===== src/verilog/dino_pkg.sv =====
`default_nettype none

package dino_pkg;

	// Coordinate and value types
	typedef logic [8:0] x_t;
	typedef logic [7:0] y_t;
	typedef logic [15:0] score_t;
	typedef logic signed [5:0] vel_t;  // Negative is upward

	// Screen and ground line
	localparam x_t XSCREEN = 9'd320;
	localparam y_t GROUND_Y = 8'd109;  // Dino y when standing

	// Jump physics applied once per game tick
	localparam vel_t JUMP_VEL = -6'sd10;
	localparam vel_t GRAVITY = 6'sd1;

	// Game pacing short enough for simulation
	localparam int TICK_PERIOD = 64;   // Clocks per game tick
	localparam int DUCK_TICKS = 24;    // Duck length in ticks

	// Dino hit box
	localparam x_t DINO_X = 9'd52;
	localparam x_t DINO_X_OFS = 9'd6;
	localparam x_t DINO_W = 9'd20;
	localparam y_t DINO_TOP_RUN = 8'd2;
	localparam y_t DINO_H_RUN = 8'd28;
	localparam y_t DINO_TOP_DUCK = 8'd16;  // Ducking lowers the head
	localparam y_t DINO_H_DUCK = 8'd16;

	// Obstacle hit box and placement
	localparam y_t OBS_Y = 8'd102;
	localparam x_t OBS_W = 9'd16;
	localparam y_t OBS_H = 8'd16;
	localparam x_t OBS_START = 9'd320;
	localparam x_t RESPAWN_RANGE = 9'd100;  // Spread of respawn offsets

	localparam logic [15:0] LFSR_SEED = 16'hACE1;

	// UART receiver
	localparam int OS_DIV = 4;  // Clocks per 16x sample tick
	localparam logic [7:0] CMD_JUMP = "J";
	localparam logic [7:0] CMD_DUCK = "D";

endpackage

`default_nettype wire

===== src/verilog/object_box_if.sv =====
`timescale 1ns/100ps
`default_nettype none

// Inclusive hit box edges of one game object
interface object_box_if;
	import dino_pkg::*;

	x_t left;
	x_t right;
	y_t top;
	y_t bottom;

	modport source (output left, right, top, bottom);
	modport sink (input left, right, top, bottom);

endinterface

`default_nettype wire


===== src/verilog/dino_game_top.sv =====
`timescale 1ns/100ps
`default_nettype none

module dino_game_top (
	input logic Clock,
	input logic rst_n,
	input logic i_uart_rx,
	input logic i_key_jump,
	input logic i_key_duck,
	input logic i_restart,
	output dino_pkg::y_t o_dino_y,
	output logic o_ducking,
	output dino_pkg::x_t o_obstacle_x,
	output dino_pkg::score_t o_score,
	output dino_pkg::score_t o_high_score,
	output logic o_game_over
);

	logic jump_cmd, duck_cmd;
	logic tick;
	logic respawn;

	object_box_if dino_box ();
	object_box_if obs_box ();

	uart_cmd_rx u_cmd_rx (
		.Clock(Clock),
		.rst_n(rst_n),
		.i_rx(i_uart_rx),
		.o_jump_cmd(jump_cmd),
		.o_duck_cmd(duck_cmd)
	);

	dino_motion u_dino (
		.Clock(Clock),
		.rst_n(rst_n),
		.i_restart(i_restart),
		.i_key_jump(i_key_jump),
		.i_key_duck(i_key_duck),
		.i_jump_cmd(jump_cmd),
		.i_duck_cmd(duck_cmd),
		.i_tick(tick),
		.i_halt(o_game_over),
		.o_y(o_dino_y),
		.o_ducking(o_ducking),
		.o_box(dino_box.source)
	);

	obstacle_motion u_obstacle (
		.Clock(Clock),
		.rst_n(rst_n),
		.i_restart(i_restart),
		.i_tick(tick),
		.i_halt(o_game_over),
		.i_respawn(respawn),
		.o_x(o_obstacle_x),
		.o_box(obs_box.source)
	);

	// Game over is the referee halt level
	game_referee u_referee (
		.Clock(Clock),
		.rst_n(rst_n),
		.i_restart(i_restart),
		.i_dino_box(dino_box.sink),
		.i_obs_box(obs_box.sink),
		.o_tick(tick),
		.o_halt(o_game_over),
		.o_respawn(respawn),
		.o_score(o_score),
		.o_high_score(o_high_score)
	);

endmodule

`default_nettype wire


===== src/verilog/game_referee.sv =====
`timescale 1ns/100ps
`default_nettype none

module game_referee (
	input logic Clock,
	input logic rst_n,
	input logic i_restart,
	object_box_if.sink i_dino_box,
	object_box_if.sink i_obs_box,
	output logic o_tick,
	output logic o_halt,
	output logic o_respawn,
	output dino_pkg::score_t o_score,
	output dino_pkg::score_t o_high_score
);
	import dino_pkg::*;

	logic [$clog2(TICK_PERIOD)-1:0] tick_cnt;
	logic collision;
	logic prev_collision;
	x_t prev_obs_left;
	logic pass;

	// Game tick held while the game is over
	always_ff @(posedge Clock) begin
		if (!rst_n || i_restart) begin
			tick_cnt <= '0;
			o_tick <= 1'b0;
		end else if (!o_halt) begin
			o_tick <= (tick_cnt == TICK_PERIOD - 1);
			if (tick_cnt == TICK_PERIOD - 1)
				tick_cnt <= '0;
			else
				tick_cnt <= tick_cnt + 1'b1;
		end else begin
			o_tick <= 1'b0;
		end
	end

	// AABB overlap with inclusive edges
	assign collision = (i_dino_box.right >= i_obs_box.left) &&
		(i_dino_box.left <= i_obs_box.right) &&
		(i_dino_box.bottom >= i_obs_box.top) &&
		(i_dino_box.top <= i_obs_box.bottom);

	// Obstacle slipped past the dino without touching it
	assign pass = (prev_obs_left > i_dino_box.left) && (i_obs_box.left <= i_dino_box.left)
		&& !collision && !prev_collision && !o_halt;

	always_ff @(posedge Clock) begin
		if (!rst_n) begin
			prev_obs_left <= OBS_START;
			prev_collision <= 1'b0;
		end else begin
			prev_obs_left <= i_obs_box.left;
			prev_collision <= collision;
		end
	end

	always_ff @(posedge Clock) begin
		if (!rst_n || i_restart) begin
			o_halt <= 1'b0;
			o_score <= '0;
			o_respawn <= 1'b0;
		end else begin
			o_respawn <= pass;
			if (collision)
				o_halt <= 1'b1;  // Latched until restart
			if (pass)
				o_score <= o_score + 1'b1;
		end
	end

	// Best score survives restart
	always_ff @(posedge Clock) begin
		if (!rst_n)
			o_high_score <= '0;
		else if (!i_restart && collision && !o_halt && o_score > o_high_score)
			o_high_score <= o_score;
	end

endmodule

`default_nettype wire


===== src/verilog/obstacle_motion.sv =====
`timescale 1ns/100ps
`default_nettype none

module obstacle_motion (
	input logic Clock,
	input logic rst_n,
	input logic i_restart,
	input logic i_tick,
	input logic i_halt,
	input logic i_respawn,
	output dino_pkg::x_t o_x,
	object_box_if.source o_box
);
	import dino_pkg::*;

	logic [15:0] lfsr;
	logic lfsr_fb;
	x_t wrap_x;
	x_t respawn_x;

	// Fibonacci LFSR free running from reset
	assign lfsr_fb = lfsr[15] ^ lfsr[14] ^ lfsr[12] ^ lfsr[3];

	always_ff @(posedge Clock) begin
		if (!rst_n)
			lfsr <= LFSR_SEED;
		else
			lfsr <= {lfsr[14:0], lfsr_fb};
	end

	assign wrap_x = XSCREEN - OBS_W;
	assign respawn_x = wrap_x + (lfsr[8:0] % RESPAWN_RANGE);  // Random distance past the edge

	always_ff @(posedge Clock) begin
		if (!rst_n || i_restart) begin
			o_x <= OBS_START;
		end else if (!i_halt) begin
			if (i_respawn)
				o_x <= respawn_x;
			else if (i_tick) begin
				if (o_x <= 9'd1)
					o_x <= wrap_x;  // Ran off the left edge
				else
					o_x <= o_x - 1'b1;
			end
		end
	end

	// Fixed height on the ground line
	assign o_box.left = o_x;
	assign o_box.right = o_x + OBS_W;
	assign o_box.top = OBS_Y;
	assign o_box.bottom = OBS_Y + OBS_H;

endmodule

`default_nettype wire


===== src/verilog/dino_motion.sv =====
`timescale 1ns/100ps
`default_nettype none

module dino_motion (
	input logic Clock,
	input logic rst_n,
	input logic i_restart,
	input logic i_key_jump,
	input logic i_key_duck,
	input logic i_jump_cmd,
	input logic i_duck_cmd,
	input logic i_tick,
	input logic i_halt,
	output dino_pkg::y_t o_y,
	output logic o_ducking,
	object_box_if.source o_box
);
	import dino_pkg::*;

	logic jump_meta, jump_sync;
	logic duck_meta, duck_sync;
	logic jump_go, duck_go;
	logic airborne;
	vel_t vel;
	logic signed [9:0] next_y;
	logic [$clog2(DUCK_TICKS)-1:0] duck_cnt;
	y_t top_ofs, height;
	x_t box_left;
	y_t box_top;

	// Two-flop key synchronisers
	always_ff @(posedge Clock) begin
		if (!rst_n) begin
			jump_meta <= 1'b0;
			jump_sync <= 1'b0;
			duck_meta <= 1'b0;
			duck_sync <= 1'b0;
		end else begin
			jump_meta <= i_key_jump;
			jump_sync <= jump_meta;
			duck_meta <= i_key_duck;
			duck_sync <= duck_meta;
		end
	end

	// A jump wins over a duck asked in the same cycle
	assign jump_go = (jump_sync | i_jump_cmd) && !airborne && !o_ducking && !i_halt;
	assign duck_go = (duck_sync | i_duck_cmd) && !airborne && !o_ducking && !jump_go
		&& !i_halt;

	assign next_y = $signed({2'b00, o_y}) + $signed({{4{vel[5]}}, vel});

	always_ff @(posedge Clock) begin
		if (!rst_n || i_restart) begin
			o_y <= GROUND_Y;
			vel <= '0;
			airborne <= 1'b0;
		end else if (jump_go) begin
			vel <= JUMP_VEL;
			airborne <= 1'b1;
		end else if (i_tick && airborne && !i_halt) begin
			if (next_y >= $signed({2'b00, GROUND_Y})) begin
				o_y <= GROUND_Y;  // Landed
				vel <= '0;
				airborne <= 1'b0;
			end else begin
				o_y <= next_y[7:0];
				vel <= vel + GRAVITY;
			end
		end
	end

	// Duck runs for a fixed number of ticks
	always_ff @(posedge Clock) begin
		if (!rst_n || i_restart) begin
			o_ducking <= 1'b0;
			duck_cnt <= '0;
		end else if (duck_go) begin
			o_ducking <= 1'b1;
			duck_cnt <= '0;
		end else if (o_ducking && i_tick && !i_halt) begin
			if (duck_cnt == DUCK_TICKS - 1)
				o_ducking <= 1'b0;
			duck_cnt <= duck_cnt + 1'b1;
		end
	end

	// Hit box shrinks from the top while ducking
	assign top_ofs = o_ducking ? DINO_TOP_DUCK : DINO_TOP_RUN;
	assign height = o_ducking ? DINO_H_DUCK : DINO_H_RUN;
	assign box_left = DINO_X + DINO_X_OFS;
	assign box_top = o_y + top_ofs;

	assign o_box.left = box_left;
	assign o_box.right = box_left + DINO_W;
	assign o_box.top = box_top;
	assign o_box.bottom = box_top + height;

endmodule

`default_nettype wire


===== src/verilog/uart_cmd_rx.sv =====
`timescale 1ns/100ps
`default_nettype none

module uart_cmd_rx (
	input logic Clock,
	input logic rst_n,
	input logic i_rx,
	output logic o_jump_cmd,
	output logic o_duck_cmd
);
	import dino_pkg::*;

	typedef enum logic [1:0] {RX_IDLE, RX_START, RX_DATA, RX_STOP} rx_state_t;

	logic [$clog2(OS_DIV)-1:0] div_cnt;
	logic os_tick;
	logic rx_meta, rx_sync;
	rx_state_t state;
	logic [3:0] os_cnt;   // Samples left until the next mid-bit
	logic [2:0] bit_idx;
	logic [7:0] shift;

	// 16x sample tick
	always_ff @(posedge Clock) begin
		if (!rst_n) begin
			div_cnt <= '0;
			os_tick <= 1'b0;
		end else if (div_cnt == OS_DIV - 1) begin
			div_cnt <= '0;
			os_tick <= 1'b1;
		end else begin
			div_cnt <= div_cnt + 1'b1;
			os_tick <= 1'b0;
		end
	end

	// Line idles high
	always_ff @(posedge Clock) begin
		if (!rst_n) begin
			rx_meta <= 1'b1;
			rx_sync <= 1'b1;
		end else begin
			rx_meta <= i_rx;
			rx_sync <= rx_meta;
		end
	end

	always_ff @(posedge Clock) begin
		if (!rst_n) begin
			state <= RX_IDLE;
			os_cnt <= 4'd0;
			bit_idx <= 3'd0;
			o_jump_cmd <= 1'b0;
			o_duck_cmd <= 1'b0;
		end else begin
			o_jump_cmd <= 1'b0;
			o_duck_cmd <= 1'b0;
			if (os_tick) begin
				case (state)
					RX_IDLE: if (!rx_sync) begin
						state <= RX_START;
						os_cnt <= 4'd7;  // Half a bit to mid start
					end
					RX_START: if (os_cnt == 4'd0) begin
						if (!rx_sync) begin
							state <= RX_DATA;
							os_cnt <= 4'd15;
							bit_idx <= 3'd0;
						end else begin
							state <= RX_IDLE;  // Glitch, not a start bit
						end
					end else begin
						os_cnt <= os_cnt - 1'b1;
					end
					RX_DATA: if (os_cnt == 4'd0) begin
						os_cnt <= 4'd15;
						if (bit_idx == 3'd7)
							state <= RX_STOP;
						else
							bit_idx <= bit_idx + 1'b1;
					end else begin
						os_cnt <= os_cnt - 1'b1;
					end
					RX_STOP: if (os_cnt == 4'd0) begin
						state <= RX_IDLE;
						// Framing error drops the byte
						if (rx_sync) begin
							o_jump_cmd <= (shift == CMD_JUMP);
							o_duck_cmd <= (shift == CMD_DUCK);
						end
					end else begin
						os_cnt <= os_cnt - 1'b1;
					end
					default: state <= RX_IDLE;
				endcase
			end
		end
	end

	// LSB arrives first
	always_ff @(posedge Clock) begin
		if (os_tick && state == RX_DATA && os_cnt == 4'd0)
			shift <= {rx_sync, shift[7:1]};
	end

endmodule

`default_nettype wire


===== config.mk =====
export PLATFORM = sky130hd
export DESIGN_NAME = dino_game_top
export DESIGN_NICKNAME = d
export VERILOG_FILES = /design/src/verilog/dino_pkg.sv /design/src/verilog/object_box_if.sv /design/src/verilog/dino_game_top.sv /design/src/verilog/game_referee.sv /design/src/verilog/obstacle_motion.sv /design/src/verilog/dino_motion.sv /design/src/verilog/uart_cmd_rx.sv
export SDC_FILE = /design/constraint.sdc
export NUM_CORES = 1
export LEC_CHECK = 0
export ABC_AREA = 0
export BUFFER_PORTS_ARGS = -buffer_cell sky130_fd_sc_hd__buf_2
export CAP_MARGIN = 20
export CORE_ASPECT_RATIO = 1.75
export CORE_MARGIN = 8
export CORE_UTILIZATION = 55
export CTS_CLUSTER_SIZE = 20
export DETAILED_ROUTE_END_ITERATION = 8
export PLACE_DENSITY_LB_ADDON = 0.12
export SKIP_LAST_GASP = 1
export SYNTH_ARGS = -nofsm -noshare
export SYNTH_HDL_FRONTEND = slang
export SYNTH_SLANG_ARGS = --single-unit

===== constraint.sdc =====
create_clock -name Clock -period 8.4 [get_ports Clock]
set_input_delay 0.84 -clock Clock [delete_from_list [all_inputs] [get_ports Clock]]
set_output_delay 0.84 -clock Clock [all_outputs]
set_load 0.01 [all_outputs]

### After elaboration in Yosys (flattened, before gate mapping)

Index checks and enable logic that the tools add are counted.
W data, S select, Z words.

* bits of input ports: 6
* flip-flop bits (word level): 125
* word-level logic and storage cells: 166

* div/mod/pow operators: 1
* add/sub/neg operators: 13
* eq/ne operators: 18
* magnitude comparators: 9
* bitwise gates (word level): 8
* reduce and logical (&&, ||, !) cells: 52
* multiplexer cells: 35

Operators by type and width (count)
* $mux W9: 3
* $mux W4: 6
* $mux W6: 4
* $logic_and A1 B1 Y1: 23
* $add A16 B1 Y16 const B: 1
* $add A8 B8 Y8: 2
* $eq A8 B7 Y1 const B: 2
* $gt A16 B16 Y1: 1
* $pmux W4 S4: 1
* $mux W2: 6
* $mux W3: 4
* $reduce_and A6 Y1: 2
* $reduce_bool A2 Y1: 6
* $add A9 B6 Y10: 1
* $ge A10 B8 Y1 const B: 1
* $add A9 B5 Y9 const B: 1
* $add A9 B9 Y9 const A: 1
* $ge A7 B9 Y1 const A: 1
* $gt A9 B6 Y1 const B: 1
* $le A6 B9 Y1 const A: 1
* $le A9 B1 Y1 const B: 1
* $le A9 B6 Y1 const B: 1
* $mod A9 B7 Y9 const B: 1
* $sub A9 B1 Y9 const B: 1
* other kinds (32): 64

### Longest topological paths before layout

* depth after elaboration: 10
* depth in mapped cells: 15

### Hierarchy

From an unflattened synthesis, not the netlist that was laid out.

* cells, all modules: 1002
* area total of the unflattened synthesis: 8582.0 µm²

By module, submodules not included
* game_referee: cells each 455, instances 1, area each 3732.3 µm², seq. area each 1021.0 µm²
* dino_motion: cells each 225, instances 1, area each 1893.1 µm², seq. area each 500.5 µm²
* obstacle_motion: cells each 219, instances 1, area each 1860.5 µm², seq. area each 500.5 µm²
* uart_cmd_rx: cells each 103, instances 1, area each 1096.1 µm², seq. area each 560.5 µm²

### Worst setup path after synthesis

OpenSTA, ideal clock, no wires.

* path kind: register -> register
* start: register u_dino.o_ducking
* end: register u_referee.o_score[6]
* arrival time: 3292 ps
* library setup time: 71 ps
* stages on the path, launching flop included: 13
* period minus slack after synthesis: 3362 ps
* path slack: 5038 ps
* cells stage by stage: dfxtp_1 -> inv_1 -> ha_1 -> ha_1 -> ha_1 -> fa_1 -> a21oi_1 -> and3b_1 -> o2111a_1 -> clkbuf_1 -> or3_1 -> or3_1 -> a21oi_1

* cells in the longest elaborated chain, start to end: 10
* elaborated cells between the ends (all ways): 12

RTL lines
* start: declaration: RTL line dino_motion.sv:15 `output logic o_ducking,`
* start signal: assignment: RTL line dino_motion.sv:76 `o_ducking <= 1'b0;`
* start signal: assignment: RTL line dino_motion.sv:79 `o_ducking <= 1'b1;`
* start signal: assignment: RTL line dino_motion.sv:83 `o_ducking <= 1'b0;`
* $mux W5: RTL line dino_motion.sv:89 `assign top_ofs = o_ducking ? DINO_TOP_DUCK : DINO_TOP_RUN;`
* $add A8 B8 Y8: RTL line dino_motion.sv:92 `assign box_top = o_y + top_ofs;`
* $add A8 B8 Y8: RTL line dino_motion.sv:97 `assign o_box.bottom = box_top + height;`
* $ge A8 B7 Y1: RTL line game_referee.sv:43 `(i_dino_box.bottom >= i_obs_box.top) &&`
* $logic_and A1 B1 Y1: RTL line game_referee.sv:42 `(i_dino_box.left <= i_obs_box.right) &&`
* $logic_and A1 B1 Y1 (*): RTL line game_referee.sv:43
* $logic_not A1 Y1 (*): RTL line game_referee.sv:48 `&& !collision && !prev_collision && !o_halt;`
* $logic_and A1 B1 Y1 (*) (3 in a row): RTL line game_referee.sv:48
* end signal: assignment: RTL line game_referee.sv:70 `o_score <= o_score + 1'b1;`
* end: declaration: RTL line game_referee.sv:13 `output dino_pkg::score_t o_score,`

Mark *: on every way between the ends. The rest lies on a longest branch, timed or not.
A chain may end at the register's enable or synchronous reset.

### Worst setup path in the final report

Same ends and word-level chain as after synthesis.

==> impl_metrics.ini <==
[run_status]
status = complete, no violations

[clock_network]
clock_path_buffers = 2
cts_made_buffers = 17
clk_pin_slew_ns = 0.05
htreeDepth = 4
root_buffer = clkbuf_16
cts_sinks = 125
holdBufCountCts = 0
insertion_delay_ns = 0.41
postCtsSetupBuffers = 0
cts.repair.resized = 0
cts_tree = built

[critical_path]
r2r-start = u_dino.o_ducking
critical_path_required_ns = 8.74
path_class = reg2reg
worstSetupEndpointType = flop
path_cells = inv_1 > ha_1 > ha_1 > xor2_1 > fa_1 > a21oi_1 > and3b_1 > o2111a_1 > or3_1 > or3_1 > a21oi_1
cp-start-kind = flop
critPathLaunch = u_dino.o_ducking
cp_max_fo = 18
cp_num_buf_inv = 1
slowest_delay_ns = 0.49
crit_slowest_cell = or3_1
cp.arrival_ns = 4.10
critPathTopFamily = simple AND/OR/NAND/NOR gates

[sta]
holdWs_ns = 0.420
hold_viol_final = 0
min_period_ns = 3.76
worstMarginPinSlew_ns = 0.761
rsz0062_at_grt = no
finClkSkew_ns = 0.00745
finalSetupViolCount = 0
max_freq_mhz = 266
setup_tns_ns = 0
final_max_slew_viol_count = 0
slew_headroom_pct = 47.9
timing.final.crit_share_pct = 44.8

[cells_and_area]
antenna_cells = 0
finish.utilization_pct = 63.2
finalNetCount = 905
syn_to_final_growth_pct = 14.4
drive_gt1_share_pct = 11.9
stdcell_count = 1027

[placed_design]
io_buffers = 56
dp.cells = 995
place_hpwl_mm = 11.7
gp_congestion = 0.932

[power]
combPwrFrac_pct = 5.4
ir_worst_vdd_mv = 0.160
clkPwrFrac_pct = 51.6
p_per_area_nw_per_um2 = 185
p_seq_share_pct = 43.0
p_int_mw = 1.11
p_switching_uw = 330
leakagePower_nw = 3.08
switching_share_pct = 23.0

[synth]
synth_fp_nets = 860
synth_xor_area_share_pct = 4.51
ys_types = 78
synth_edf_count = 8
synth_area_leaders = dfxtp_1, ha_1, nand2_1, o21ai_0, nor2_1
synth_compound_gate_area_share_pct = 18.4
synth-simple-area-share_pct = 23.8
synth_area_leader_cell = dfxtp_1
yosysMostFrequentCell = dfxtp_1
ys_top_cells_by_count = dfxtp_1, nand2_1, nor2_1
yosysWarnings = 0
ys_seq_area_share_pct = 38.0
synth_top_flop_cell = dfxtp_1
synth_top_cell_area_share_pct = 34.4
avgSynthCellArea_um2 = 8.49
synth_top_family_by_area = simple AND/OR/NAND/NOR gates
syn_area_um2 = 6800
synth_seq_cells = 125
synthCells = 801
postSynth.asyncResetShare_pct = 0
synth_fa_ha_area_share_pct = 9.97
muxShareOfSynthArea_pct = 0.883

[die]
core_um2 = 12300
die_y_um = 163
initial_utilization_pct = 55.3
dieArea_um2 = 16300
pin_count = 57
rows = 54
die_w_um = 100

[job]
cap_violations = 0

[route]
drtIter0Drc = 338
dr.pass1.iters = 5
via_per_inst = 5.86
ant_nets = 0
routed_wl_mm = 16.3
drcViolationCount = 0
dr_total_vias = 6017
wl_per_cell_um = 15.8

[global_routing]
grtUsageTotal_pct = 20.7
antenna_found_initial = 0
grt_max_degree = 80
grt_pass1_wl_mm = 27.7
grt_pass1_vias = 6019
overflow = 0

[min_path]
hold_path_class = reg2reg
min_from = u_obstacle.lfsr[10]
## sequential cells by signal, indices dropped and copies added (netlist names), 8 cells and up, named ones only
name	count
u_referee.prev_obs_left	9
u_obstacle.o_box.left	9
u_referee.o_high_score	16
u_obstacle.lfsr	16
u_dino.o_y	8
u_cmd_rx.shift	8
u_referee.o_score	16
## final timing paths
path,to,slack [ns],depth (start not counted)
setup / recovery,u_referee.o_score[6],4.64,11
hold / removal,u_obstacle.lfsr[11],0.42,1
setup reg to reg,u_referee.o_score[6],4.64,11
hold reg to reg,u_obstacle.lfsr[11],0.42,1
## cell usage in the layout, fill, tap and decap left out, drive strengths merged, types with 7 or more instances in the layout
cell    count
a211oi      8
a21oi      38
and2       28
and3        7
buf        60
clkbuf     17
dfxtp     117
edfxtp      8
ha         51
inv        44
nand2      80
nand2b     18
nand3      29
nand4      10
nor2       70
nor2b      12
nor3       20
nor4        9
o211ai      7
o21ai      57
o22ai       8
or3         9
xnor2      21
xor2       14
## cells by family (layout without fill, tap and decap cells)
group | after synthesis | after routing
buffers and inverters | 76 | 134
flip-flops | 125 | 125
multiplexers | 6 | 6
XOR/XNOR | 35 | 35
adder cells (fa/ha/maj) | 53 | 53
AND/OR/NAND/NOR | 320 | 320
AO/OA/AOI/OAI | 186 | 186
## power groups by stage
stage / clock, mW / sequential (mW) / combinational [mW]
finish: 0.741 / 0.617 / 0.0782
global placement: 0 / 0.629 / 0.0750
detailed placement: 0 / 0.630 / 0.0780
CTS: 0.751 / 0.617 / 0.0786
floorplan: 0 / 0.625 / 0.0665
global route: 0.776 / 0.619 / 0.0875
## per-stage QoR
step | cell area, um2 | setup WS [ns] | power (mW)
floorplan | 6800 | 5.04 | 0.692
global placement | 7180 | 4.91 | 0.704
detailed placement | 7180 | 4.69 | 0.708
CTS | 7770 | 4.66 | 1.45
global route | 7770 | 4.31 | 1.48
finish | 7770 | 4.64 | 1.44
## cell type report
type                            instances  area, um2
Tap cell                              168        210
Fill cell                            1094       4520
Timing Repair Buffer                   60        310
Sequential cell                       125       2580
Inverter                               42        158
Clock inverter                         15        171
Multi-Input combinational cell        600       3920
Clock buffer                           17        425
## layer usage
layer	wire length, um	vias up	GRT usage [%]
met5	0	-	0
met4	511	0	10.6
met3	646	37	4.61
met2	8510	163	37.4
met1	6610	2861	21.6
li1	-	2956	-
Note: power is estimated with default switching activity, not from simulation.
